$ cat src/common/istream_cfg.svh
`ifndef ISTREAM_CFG_SVH
`define ISTREAM_CFG_SVH

// ----------------------------------------------------------------------
// instruction stream buffer sizing
// ----------------------------------------------------------------------

// fetch sets held in the ring, power of two
`define ISTREAM_SETS 8

// 2-byte chunks per fetch set
`define ISTREAM_CHUNKS 8

// instructions offered per cycle
`define ISTREAM_WAYS 4

// fetch address out of reset
`define ISTREAM_INIT_PC 32'h8000_0000

`endif

$ cat src/common/istream_pkg.sv
`include "istream_cfg.svh"

package istream_pkg;

    // one 2-byte instruction chunk
    typedef logic [15:0] instr_2b_t;

    // per-chunk flags of a single fetch set
    typedef logic [`ISTREAM_CHUNKS-1:0] chunk_vec_t;

    // per-chunk flags across the two oldest sets
    typedef logic [2*`ISTREAM_CHUNKS-1:0] window_vec_t;

    // chunk position within the window, msb selects the set
    typedef logic [$clog2(2*`ISTREAM_CHUNKS)-1:0] window_idx_t;

    // per-way flags on the dequeue side
    typedef logic [`ISTREAM_WAYS-1:0] way_vec_t;

    // 16-byte-aligned fetch block base
    typedef logic [27:0] pc28_t;

    // ring slot plus wrap bit
    typedef logic [$clog2(`ISTREAM_SETS):0] set_ptr_t;

endpackage

$ cat src/hw/lsb_picker.sv
module lsb_picker #(
    parameter int WIDTH = 16
) (
    input  logic [WIDTH-1:0]                                req_vec,
    output logic [WIDTH-1:0]                                ack_one_hot,
    output logic [WIDTH-1:0]                                cold_ack_mask,
    output logic [((WIDTH > 1) ? $clog2(WIDTH) : 1)-1:0]    ack_index
);

    localparam int IDX_W = (WIDTH > 1) ? $clog2(WIDTH) : 1;

    // ----------------------------------------------------------------------
    // lowest requester wins
    // ----------------------------------------------------------------------

    always_comb begin : pick
        logic found;

        found         = 1'b0;
        ack_one_hot   = '0;
        cold_ack_mask = '0;
        ack_index     = '0;

        for (int i = 0; i < WIDTH; i++) begin
            // everything past the winner is cold
            cold_ack_mask[i] = found;

            if (req_vec[i] && !found) begin
                ack_one_hot[i] = 1'b1;
                ack_index      = IDX_W'(i);
                found          = 1'b1;
            end
        end
    end

endmodule

$ cat src/istream/istream_top.sv
`include "istream_cfg.svh"

module istream_top
    import istream_pkg::*;
(
    input  logic                                    CLK,
    input  logic                                    nRST,

    // fetch side
    input  logic                                    enq_valid,
    input  chunk_vec_t                              enq_chunk_valid,
    input  instr_2b_t [`ISTREAM_CHUNKS-1:0]         enq_instr,
    input  logic [31:0]                             enq_after_pc,
    output logic                                    enq_stall,

    // decode side
    output logic                                    deq_valid,
    output way_vec_t                                deq_way_valid,
    output way_vec_t                                deq_way_uncompressed,
    output instr_2b_t [`ISTREAM_WAYS-1:0][1:0]      deq_way_instr,
    output logic [`ISTREAM_WAYS-1:0][31:0]          deq_way_pc,
    input  logic                                    deq_stall,

    // flush
    input  logic                                    restart,
    input  logic [31:0]                             restart_pc
);

    // ----------------------------------------------------------------------
    // two-set window between store and extractor
    // ----------------------------------------------------------------------

    window_vec_t                            win_chunk_valid;
    window_vec_t                            win_uncompressed;
    instr_2b_t [2*`ISTREAM_CHUNKS-1:0]      win_instr;
    pc28_t                                  win_base0;
    pc28_t                                  win_base1;
    window_vec_t                            win_ack;

    stream_set_store #(
        .SETS(`ISTREAM_SETS)
    ) u_store (
        .CLK              (CLK),
        .nRST             (nRST),
        .restart          (restart),
        .restart_pc       (restart_pc),
        .enq_valid        (enq_valid),
        .enq_chunk_valid  (enq_chunk_valid),
        .enq_instr        (enq_instr),
        .enq_after_pc     (enq_after_pc),
        .enq_stall        (enq_stall),
        .deq_stall        (deq_stall),
        .win_ack          (win_ack),
        .win_chunk_valid  (win_chunk_valid),
        .win_uncompressed (win_uncompressed),
        .win_instr        (win_instr),
        .win_base0        (win_base0),
        .win_base1        (win_base1)
    );

    way_extract u_extract (
        .win_chunk_valid      (win_chunk_valid),
        .win_uncompressed     (win_uncompressed),
        .win_instr            (win_instr),
        .win_base0            (win_base0),
        .win_base1            (win_base1),
        .win_ack              (win_ack),
        .deq_valid            (deq_valid),
        .deq_way_valid        (deq_way_valid),
        .deq_way_uncompressed (deq_way_uncompressed),
        .deq_way_instr        (deq_way_instr),
        .deq_way_pc           (deq_way_pc)
    );

endmodule

$ cat src/istream/stream_set_store.sv
`include "istream_cfg.svh"

module stream_set_store
    import istream_pkg::*;
#(
    parameter int SETS = `ISTREAM_SETS
) (
    input  logic                                    CLK,
    input  logic                                    nRST,

    input  logic                                    restart,
    input  logic [31:0]                             restart_pc,

    input  logic                                    enq_valid,
    input  chunk_vec_t                              enq_chunk_valid,
    input  instr_2b_t [`ISTREAM_CHUNKS-1:0]         enq_instr,
    input  logic [31:0]                             enq_after_pc,
    output logic                                    enq_stall,

    input  logic                                    deq_stall,

    input  window_vec_t                             win_ack,
    output window_vec_t                             win_chunk_valid,
    output window_vec_t                             win_uncompressed,
    output instr_2b_t [2*`ISTREAM_CHUNKS-1:0]       win_instr,
    output pc28_t                                   win_base0,
    output pc28_t                                   win_base1
);

    localparam int CH    = `ISTREAM_CHUNKS;
    localparam int IDX_W = $clog2(SETS);
    localparam logic [31:0] INIT_PC = `ISTREAM_INIT_PC;

    // ----------------------------------------------------------------------
    // storage
    // ----------------------------------------------------------------------

    instr_2b_t [CH-1:0] set_instr [SETS];
    pc28_t              set_after [SETS];

    // still-pending chunks and uncompressed starts per set
    chunk_vec_t         set_pend  [SETS];
    chunk_vec_t         set_unc   [SETS];

    logic [IDX_W:0]     enq_ptr;
    logic [IDX_W:0]     head_ptr;
    logic [IDX_W:0]     head_ptr_p1;
    logic [IDX_W:0]     occupancy;
    logic [IDX_W-1:0]   enq_idx;
    logic [IDX_W-1:0]   head_idx;
    logic [IDX_W-1:0]   next_idx;
    pc28_t              head_base;

    chunk_vec_t         enq_unc;
    logic               enq_fire;
    logic               occ0;
    logic               occ1;
    logic               done0;
    logic               done1;
    logic               retire_one;
    logic               retire_two;

    // ----------------------------------------------------------------------
    // pointers and status
    // ----------------------------------------------------------------------

    assign head_ptr_p1 = head_ptr + 1'b1;
    assign enq_idx     = enq_ptr[IDX_W-1:0];
    assign head_idx    = head_ptr[IDX_W-1:0];
    assign next_idx    = head_ptr_p1[IDX_W-1:0];
    assign occupancy   = enq_ptr - head_ptr;

    // head and second set hold data
    assign occ0 = (occupancy != '0);
    assign occ1 = (occupancy > (IDX_W + 1)'(1));

    // same slot, other lap
    assign enq_stall = (enq_idx == head_idx) && (enq_ptr[IDX_W] != head_ptr[IDX_W]);

    // an enqueue alongside a restart is dropped
    assign enq_fire = enq_valid && !enq_stall && !restart;

    // low two bits both set mark an uncompressed start
    always_comb begin
        for (int i = 0; i < CH; i++) begin
            enq_unc[i] = (enq_instr[i][1:0] == 2'b11);
        end
    end

    // ----------------------------------------------------------------------
    // window towards the extractor
    // ----------------------------------------------------------------------

    always_comb begin
        win_chunk_valid          = '0;
        win_chunk_valid[CH-1:0]  = occ0 ? set_pend[head_idx] : '0;
        win_chunk_valid[2*CH-1:CH] = occ1 ? set_pend[next_idx] : '0;

        win_uncompressed           = '0;
        win_uncompressed[CH-1:0]   = set_unc[head_idx];
        win_uncompressed[2*CH-1:CH] = set_unc[next_idx];

        for (int i = 0; i < CH; i++) begin
            win_instr[i]      = set_instr[head_idx][i];
            win_instr[CH + i] = set_instr[next_idx][i];
        end
    end

    assign win_base0 = head_base;
    assign win_base1 = set_after[head_idx];

    // ----------------------------------------------------------------------
    // retirement
    // ----------------------------------------------------------------------

    assign done0 = occ0 && ((set_pend[head_idx] & ~win_ack[CH-1:0]) == '0);
    assign done1 = occ1 && ((set_pend[next_idx] & ~win_ack[2*CH-1:CH]) == '0);

    // second set only goes along with the head
    assign retire_one = !deq_stall && done0;
    assign retire_two = retire_one && done1;

    always_ff @(posedge CLK or negedge nRST) begin
        if (!nRST) begin
            enq_ptr   <= '0;
            head_ptr  <= '0;
            head_base <= INIT_PC[31:4];
            for (int s = 0; s < SETS; s++) begin
                set_pend[s] <= '0;
                set_unc[s]  <= '0;
            end
        end else if (restart) begin
            enq_ptr   <= '0;
            head_ptr  <= '0;
            head_base <= restart_pc[31:4];
            for (int s = 0; s < SETS; s++) begin
                set_pend[s] <= '0;
                set_unc[s]  <= '0;
            end
        end else begin
            // drop chunks the extractor consumed
            if (!deq_stall) begin
                if (occ0) begin
                    set_pend[head_idx] <= set_pend[head_idx] & ~win_ack[CH-1:0];
                end
                if (occ1) begin
                    set_pend[next_idx] <= set_pend[next_idx] & ~win_ack[2*CH-1:CH];
                end
            end

            if (retire_two) begin
                head_ptr  <= head_ptr + (IDX_W + 1)'(2);
                head_base <= set_after[next_idx];
            end else if (retire_one) begin
                head_ptr  <= head_ptr_p1;
                head_base <= set_after[head_idx];
            end

            if (enq_fire) begin
                set_pend[enq_idx] <= enq_chunk_valid;
                set_unc[enq_idx]  <= enq_unc;
                enq_ptr           <= enq_ptr + 1'b1;
            end
        end
    end

    // set payload
    always_ff @(posedge CLK) begin
        if (enq_fire) begin
            set_instr[enq_idx] <= enq_instr;
            set_after[enq_idx] <= enq_after_pc[31:4];
        end
    end

endmodule

$ cat src/istream/way_extract.sv
`include "istream_cfg.svh"

module way_extract
    import istream_pkg::*;
(
    input  window_vec_t                                 win_chunk_valid,
    input  window_vec_t                                 win_uncompressed,
    input  instr_2b_t [2*`ISTREAM_CHUNKS-1:0]           win_instr,
    input  pc28_t                                       win_base0,
    input  pc28_t                                       win_base1,
    output window_vec_t                                 win_ack,

    output logic                                        deq_valid,
    output way_vec_t                                    deq_way_valid,
    output way_vec_t                                    deq_way_uncompressed,
    output instr_2b_t [`ISTREAM_WAYS-1:0][1:0]          deq_way_instr,
    output logic [`ISTREAM_WAYS-1:0][31:0]              deq_way_pc
);

    localparam int CH    = `ISTREAM_CHUNKS;
    localparam int W     = 2 * CH;
    localparam int WAYS  = `ISTREAM_WAYS;
    localparam int IDX_W = $clog2(W);

    window_vec_t        marker;

    window_vec_t        lower_req  [WAYS];
    window_vec_t        lower_hot  [WAYS];
    window_vec_t        lower_cold [WAYS];
    window_idx_t        lower_idx  [WAYS];

    window_vec_t        upper_req  [WAYS];
    window_vec_t        upper_hot  [WAYS];
    window_idx_t        upper_idx  [WAYS];

    logic [WAYS-1:0]    lower_present;
    logic [WAYS-1:0]    upper_present;
    logic [WAYS-1:0]    lower_unc;

    // ----------------------------------------------------------------------
    // instruction start markers
    // ----------------------------------------------------------------------

    always_comb begin
        marker[0] = win_chunk_valid[0];
        for (int i = 1; i < W; i++) begin
            // upper half of an uncompressed start is not a start
            marker[i] = win_chunk_valid[i] & ~(marker[i-1] & win_uncompressed[i-1]);
        end
        // top chunk has no room for its upper half
        marker[W-1] = marker[W-1] & ~win_uncompressed[W-1];
    end

    // ----------------------------------------------------------------------
    // per-way lower and upper picking
    // ----------------------------------------------------------------------

    for (genvar k = 0; k < WAYS; k++) begin : g_way
        if (k == 0) begin : g_first
            assign lower_req[k] = marker;
        end else begin : g_next
            // search above the previous way's start
            assign lower_req[k] = marker & lower_cold[k-1];
        end

        // upper is the next valid chunk after the lower
        assign upper_req[k] = win_chunk_valid & lower_cold[k];

        lsb_picker #(
            .WIDTH(W)
        ) u_lower (
            .req_vec       (lower_req[k]),
            .ack_one_hot   (lower_hot[k]),
            .cold_ack_mask (lower_cold[k]),
            .ack_index     (lower_idx[k])
        );

        lsb_picker #(
            .WIDTH(W)
        ) u_upper (
            .req_vec       (upper_req[k]),
            .ack_one_hot   (upper_hot[k]),
            .cold_ack_mask (),
            .ack_index     (upper_idx[k])
        );
    end

    // ----------------------------------------------------------------------
    // way validity and acknowledge
    // ----------------------------------------------------------------------

    always_comb begin : way_valid
        logic chain;

        chain   = 1'b1;
        win_ack = '0;

        for (int k = 0; k < WAYS; k++) begin
            lower_present[k] = |lower_hot[k];
            upper_present[k] = |upper_hot[k];
            lower_unc[k]     = |(win_uncompressed & lower_hot[k]);

            // an uncompressed start needs its upper half as well
            deq_way_valid[k] = chain && lower_present[k]
                               && (!lower_unc[k] || upper_present[k]);
            chain            = deq_way_valid[k];

            if (deq_way_valid[k]) begin
                win_ack = win_ack | lower_hot[k];
                if (lower_unc[k]) begin
                    win_ack = win_ack | upper_hot[k];
                end
            end
        end
    end

    assign deq_valid            = deq_way_valid[0];
    assign deq_way_uncompressed = lower_unc;

    // ----------------------------------------------------------------------
    // payload and PC
    // ----------------------------------------------------------------------

    always_comb begin
        for (int k = 0; k < WAYS; k++) begin
            deq_way_instr[k][0] = win_instr[lower_idx[k]];
            deq_way_instr[k][1] = win_instr[upper_idx[k]];

            // window msb set means the lower sits in the second set
            if (lower_idx[k][IDX_W-1]) begin
                deq_way_pc[k] = {win_base1, lower_idx[k][IDX_W-2:0], 1'b0};
            end else begin
                deq_way_pc[k] = {win_base0, lower_idx[k][IDX_W-2:0], 1'b0};
            end
        end
    end

endmodule

$ cat config.mk
export PLATFORM = sky130hd
export DESIGN_NAME = istream_top
export DESIGN_NICKNAME = d
export VERILOG_FILES = /design/src/common/istream_pkg.sv /design/src/hw/lsb_picker.sv /design/src/istream/istream_top.sv /design/src/istream/stream_set_store.sv /design/src/istream/way_extract.sv
export VERILOG_INCLUDE_DIRS = /design/src /design/src/common
export SDC_FILE = /design/constraint.sdc
export NUM_CORES = 2
export LEC_CHECK = 0
export BUFFER_PORTS_ARGS = -buffer_cell sky130_fd_sc_hd__buf_2
export CAP_MARGIN = 5
export CORE_MARGIN = 5
export CORE_UTILIZATION = 55
export CTS_CLUSTER_DIAMETER = 60
export DETAILED_ROUTE_END_ITERATION = 10
export PLACE_DENSITY = 0.78
export SYNTH_ARGS = -nofsm -noshare
export SYNTH_HDL_FRONTEND = slang
export SYNTH_SLANG_ARGS = --single-unit
$ cat constraint.sdc
create_clock -name CLK -period 14.8 [get_ports CLK]
set_input_delay 3.7 -clock CLK [delete_from_list [all_inputs] [get_ports CLK]]
set_output_delay 3.7 -clock CLK [all_outputs]
set_load 0.02 [all_outputs]
Yosys cells after proc, flatten, opt, wreduce, memory -nomap -nowiden
Memory sizes are Yosys's and may differ from the RTL's.
Index checks and enable logic that the tools add are counted.
{"block": "totals", "mem_bits_rw": 1248, "n_memories": 2, "input_bits": 205, "regBits": 164, "output_inout_bits": 266, "word_cells": 839}
{"block": "op_classes", "mux": 432, "reduce_logical": 285, "bitwise_logic": 72, "eq_ne": 10, "n_lt_le_gt_ge": 15, "add_sub_neg": 4}
{"name": "u_store.set_instr", "depth": 8, "word_bits": 128, "read_ports": 2, "rd_ports_with_merged_regs": 0, "write_ports": 1, "line_no": "stream_set_store.sv:38", "text": "instr_2b_t [CH-1:0] set_instr [SETS];"}
{"name": "u_store.set_after", "depth": 8, "word_bits": 28, "read_ports": 2, "rd_ports_with_merged_regs": 0, "write_ports": 1, "line_no": "stream_set_store.sv:39", "text": "pc28_t set_after [SETS];"}
{"op": "64-bit two-way mux", "n": 10}
{"op": "16-bit binary-select mux with 4-bit select", "n": 8}
{"op": "4-bit two-way mux", "n": 117}
{"op": "64-bit bitwise mux", "n": 4}
{"op": "16-bit two-way mux", "n": 16}
{"op": "1-bit two-way mux", "n": 250}
{"op": "16-bit OR reduction", "n": 12}
{"op": "16-bit AND", "n": 11}
{"op": "1-bit logical AND", "n": 137}
{"op": "32-bit two-way mux", "n": 4}
{"op": "1-bit zero test", "n": 127}
{"op": "16-bit bitwise OR", "n": 7}
{"op": "8-bit two-way mux", "n": 13}
{"op": "8-bit binary-select mux with 3-bit select", "n": 4}
{"op": "28-bit two-way mux", "n": 3}
{"op": "8-bit demux with 3-bit select", "n": 3}
{"op": "4-bit by 5-bit < comparator with 1-bit output (second input constant)", "n": 8}
{"op": "1-bit AND", "n": 31}
{"op": "8-bit AND", "n": 2}
{"op": "2-bit == test (second input constant)", "n": 8}
{"op": "8-bit zero test", "n": 2}
{"op": "1-bit NOT", "n": 16}
{"op": "8-bit NOT", "n": 2}
{"op": "4-bit >= comparator (second input constant)", "n": 3}
{"op": "12 further kinds", "n": 20}

Logic depth before layout (Yosys ltp)
{"block": "logic_depth", "ltp_word": 247, "mapped_depth": 35, "ltp_nobuf": 23}

Cells and area by module
A second synthesis with hierarchy kept.
{"block": "unflattened", "hier_cells": 6429, "hier_area_um2": 87457.6}
{"mod": "stream_set_store", "seq_area_each_um2": 41581.1, "n_inst": 1, "area_each_um2": 65370.2, "cells_per_inst": 4556}
{"mod": "way_extract", "seq_area_each_um2": 0.0, "n_inst": 1, "area_each_um2": 19204.7, "cells_per_inst": 1329}
{"mod": "lsb_picker", "seq_area_each_um2": 0.0, "n_inst": 8, "area_each_um2": 360.3, "cells_per_inst": 68}

Worst setup path before layout
OpenSTA, ideal clock, no wires.
{"block": "synth_path", "path_type": "input-to-reg", "start": "in enq_valid", "end": "mem u_store.set_after[0][0] (netlist name) (enable)", "path_stages": 6, "n_path_buf": 2, "path_slack_ns": 2.892, "setup_time_ns": 0.675, "t_arrival_ns": 11.233, "path_cell_list": "nor2b_1 nand2_1 or3_1 clkbuf_1 clkbuf_1 nor2_1"}
{"block": "synth_via", "elab_chain_len": 4}
{"item": "start, declared", "line_no": "istream_top.sv:10", "text": "input logic enq_valid,"}
{"item": "1-bit logical AND (2 in series)", "line_no": "stream_set_store.sv:81", "text": "assign enq_fire = enq_valid && !enq_stall && !restart;"}
{"item": "1-bit two-way mux", "line_no": "stream_set_store.sv:169", "text": "if (enq_fire) begin"}
{"item": "1-bit two-way mux (implied by the code)", "line_no": "stream_set_store.sv:171", "text": "set_after[enq_idx] <= enq_after_pc[31:4];"}
{"item": "end, declared", "line_no": "stream_set_store.sv:39"}
No other way between the ends.

==> results.toml <==
[logic_synthesis]
synth.area.top_cells = "edfxtp_1 (43%), mux4_2 (9.4%), nand2_1 (5.2%)"
yosys.cell_count.top_type = "edfxtp_1"
synth_top_area_share_pct = 42.57
synth_seq_cells = 1412
ys_seq_area_share_pct = 47.23
syn_area_sq_mm = 0.08803
synth_top_flop_cell = "edfxtp_1"
synth_async_sr_flop_share_pct = 11.61
ys_top_cells_by_count = "edfxtp_1 (1248), nand2_1 (1222), clkbuf_1 (677), nor2_1 (673), a21oi_1 (611)"
yosys.cell_types.count = 113
synth_largest_area_cell = "edfxtp_1"
yosys_warnings = 0
avgSynthCellArea_sq_um = 10.32
syn_inst = 8530
synth_edf_count = 1248

[route]
drt.antenna.violating_nets = 0
drtIter0Drc = 15330
vias = 82700
first_pass_iters = 9
routed_via_density = 7.609
wl_per_cell_um = 35.47
drt-total-wl_um = 385500
drc_errors = 0

[worst_setup_path]
rr_startpoint = "u_store.head_ptr[0]$_DFFE_PN0P_"
regToRegSetupSlack_ps = 4740
crit_path_max_fanout = 56
cp-start-kind = "register"
r2r_cells = 23
rr_endpoint = "u_store.win_base0[25]$_DFFE_PN0P_"
worstPathRequired_ps = 11100
path_class = "register to output pin"
arrival_ps = 10690
cp-end-kind = "output pin"

[clocking]
cts_tree = "yes"
insertion_delay_ps = 830
root_buffer = "clkbuf_16"
cts_buffers = 150
cts_buffer_depth = 3
htreeDepth = 4
clkSinkCount = 1412
post_cts_buffers = 0
clk_pin_slew_ps = 60
cts_hold_buf = 0
ctsResizeCount = 0

[grt]
grt_pass1_vias = 76700
antenna_found_initial = 81
track_usage_pct = 44.01
overflow = 0
use_met1_pct = 53.78
grt_max_degree = 194
grt.busiest_layer = "met2"
met2_usage_pct = 63.90
grt_pass1_wl_um = 540600
grt_use_met3_pct = 15.38

[place]
dp.cells = 10560
gp_congestion = 1.068
place_area_sq_mm = 0.09329
io_buffers = 458
hpwl_um = 255000

[timing]
relSlewSlack_pct = -3.408
finClkSkew_ps = 37.98
setup_viol = 0
post-route-period-util_pct = 97.20
max_freq_ghz = 0.06951
hold_viol = 0
layout_min_cycle_time_ps = 14390
slew_viol_final = 10
tns_ps = 0
rsz0062_at_grt = "no"
tightest_slew_ps = 1508

[run_status]
violations = "capacitance limit, slew limit"
status = "complete, but fails checks"

[min_path]
hold_depth = 2
hold_class = "register to register"
min_from = "u_store.set_unc[43]$_DFFE_PN0P_"
hold_end = "u_store.set_unc[43]$_DFFE_PN0P_"

[finish]
drive_above_1_share_pct = 18.81
nNetsFinal = 8857
fin_area_sq_mm = 0.09816
fill_cells = 12240
area_growth_pct = 11.51
seq_area_sq_mm = 0.04159
multi_input_area_sq_mm = 0.04324
final_cells = 10870

[run]
drv_cap = 2

[floorplan]
num_rows = 146
initial_core_util_pct = 55.45
core_area_sq_mm = 0.1587
die_w_um = 410.1
fp.dieH_um = 410.1
design.die.area_sq_mm = 0.1682
io_pins = 471
[registers in the layout (all words and copies together) (netlist names)]
signal and flops:
u_store.set_instr 1024, u_store.set_after 224, u_store.set_pend 64, u_store.set_unc 64, u_store.win_base0 28, u_store.enq_ptr 4
u_store.head_ptr 4
[per-layer routing]
layer	share of wire (%)	vias to the layer above	wire length, um
met2	42	7529	162600
met4	9.7	54	37560
met5	0.10	-	394
met1	33	39660	127100
met3	15	1777	57870
li1	-	33680	-
[worst max path at each step]
stage | start | endpoint | slack [ps] | depth (start not counted)
2_1_floorplan | enq_valid | u_store.set_after[0][0]$_DFFE_PP_ | 2890 | 6
3_3_place_gp | u_store.head_ptr[0]$_DFFE_PN0P_ | deq_way_instr[122] | 1940 | 23
3_5_place_dp | u_store.head_ptr[0]$_DFFE_PN0P_ | deq_way_instr[122] | 1950 | 23
6_report | u_store.head_ptr[0]$_DFFE_PN0P_ | deq_way_instr[66] | 410 | 21
5_1_grt | u_store.head_ptr[0]$_DFFE_PN0P_ | deq_way_instr[66] | 390 | 21
4_1_cts | u_store.head_ptr[0]$_DFFE_PN0P_ | deq_way_instr[122] | 1050 | 23
[cells in the final DEF, fill, tap and decap left out, types with 22 or more instances in the layout]
cell type and instances:
inv_1 43, mux2_2 75, o21ai_1 51, o221ai_1 66, o311ai_0 46, clkbuf_16 151, dfrtp_1 160, buf_12 38
buf_4 347, and4_1 50, buf_2 456, mux4_2 366, a21oi_1 609, nand3_1 141, mux2_1 27, a211oi_1 298
o31ai_1 22, edfxtp_1 1248, nand2_1 1220, clkbuf_1 37, a31oi_1 40, o211ai_1 515, nor3_1 54, o22ai_1 27
a22oi_1 559, a221oi_1 93, or3_1 23, nor2b_1 43, nand4_1 39, diode_2 41, a22o_1 45, nor2_1 651
nand2b_1 49, mux2i_1 178, o21ai_0 483, and3_1 83
[critical path, stage by stage, from the launching register on]
cell,delay [ps]
dfrtp_4,1040
ha_1,550
xor2_4,670
buf_4,720
mux4_2,400
mux2i_1,850
inv_1,150
nand2_1,400
a221oi_1,100
buf_4,240
o21ai_0,310
and4_1,600
nor2b_1,430
nor3_1,100
a21oi_1,360
nand3_4,640
nand2_1,240
o21ai_0,100
o21ai_0,170
o21ai_0,90
o21ai_1,1170
buf_2,360
[area by class of cell]
cell class	count	area share (%)
Antenna cell	41	0.1045
Inverter	50	0.1988
Clock inverter	73	0.7941
Sequential cell	1412	42.37
Timing Repair Buffer	843	5.777
Clock buffer	193	4.061
Tap cell	2072	2.641
Multi-Input combinational cell	6185	44.05
[metrics by stage]
| stage | util (%) | setup slack [ps] | hold slack [ps] |
|---|---|---|---|
| global route | 61.80 | 386.7 | 563.2 |
| floorplan | - | 2892 | 508.4 |
| CTS | 61.77 | 1046 | 539.3 |
| finish | 61.83 | 413.9 | 545.1 |
| detailed placement | 58.77 | 1951 | 531.5 |
| global placement | 58.77 | 1939 | 519.2 |
[logic make-up (layout without fill, tap and decap cells)]
kind of cell,after synthesis,count (layout),synth area share (%)
compound gates,3021,3021,23.18
simple gates,2486,2486,12.29
flops,1412,1412,47.23
buf+inv,936,1159,4.180
mux,657,657,12.88
fa+ha+maj,10,10,0.1507
xor+xnor,7,7,0.08671
other cells,1,45,0.004260
Power is not shown: default switching activity piles up to over one toggle a cycle in this logic, so the estimate is an artifact.
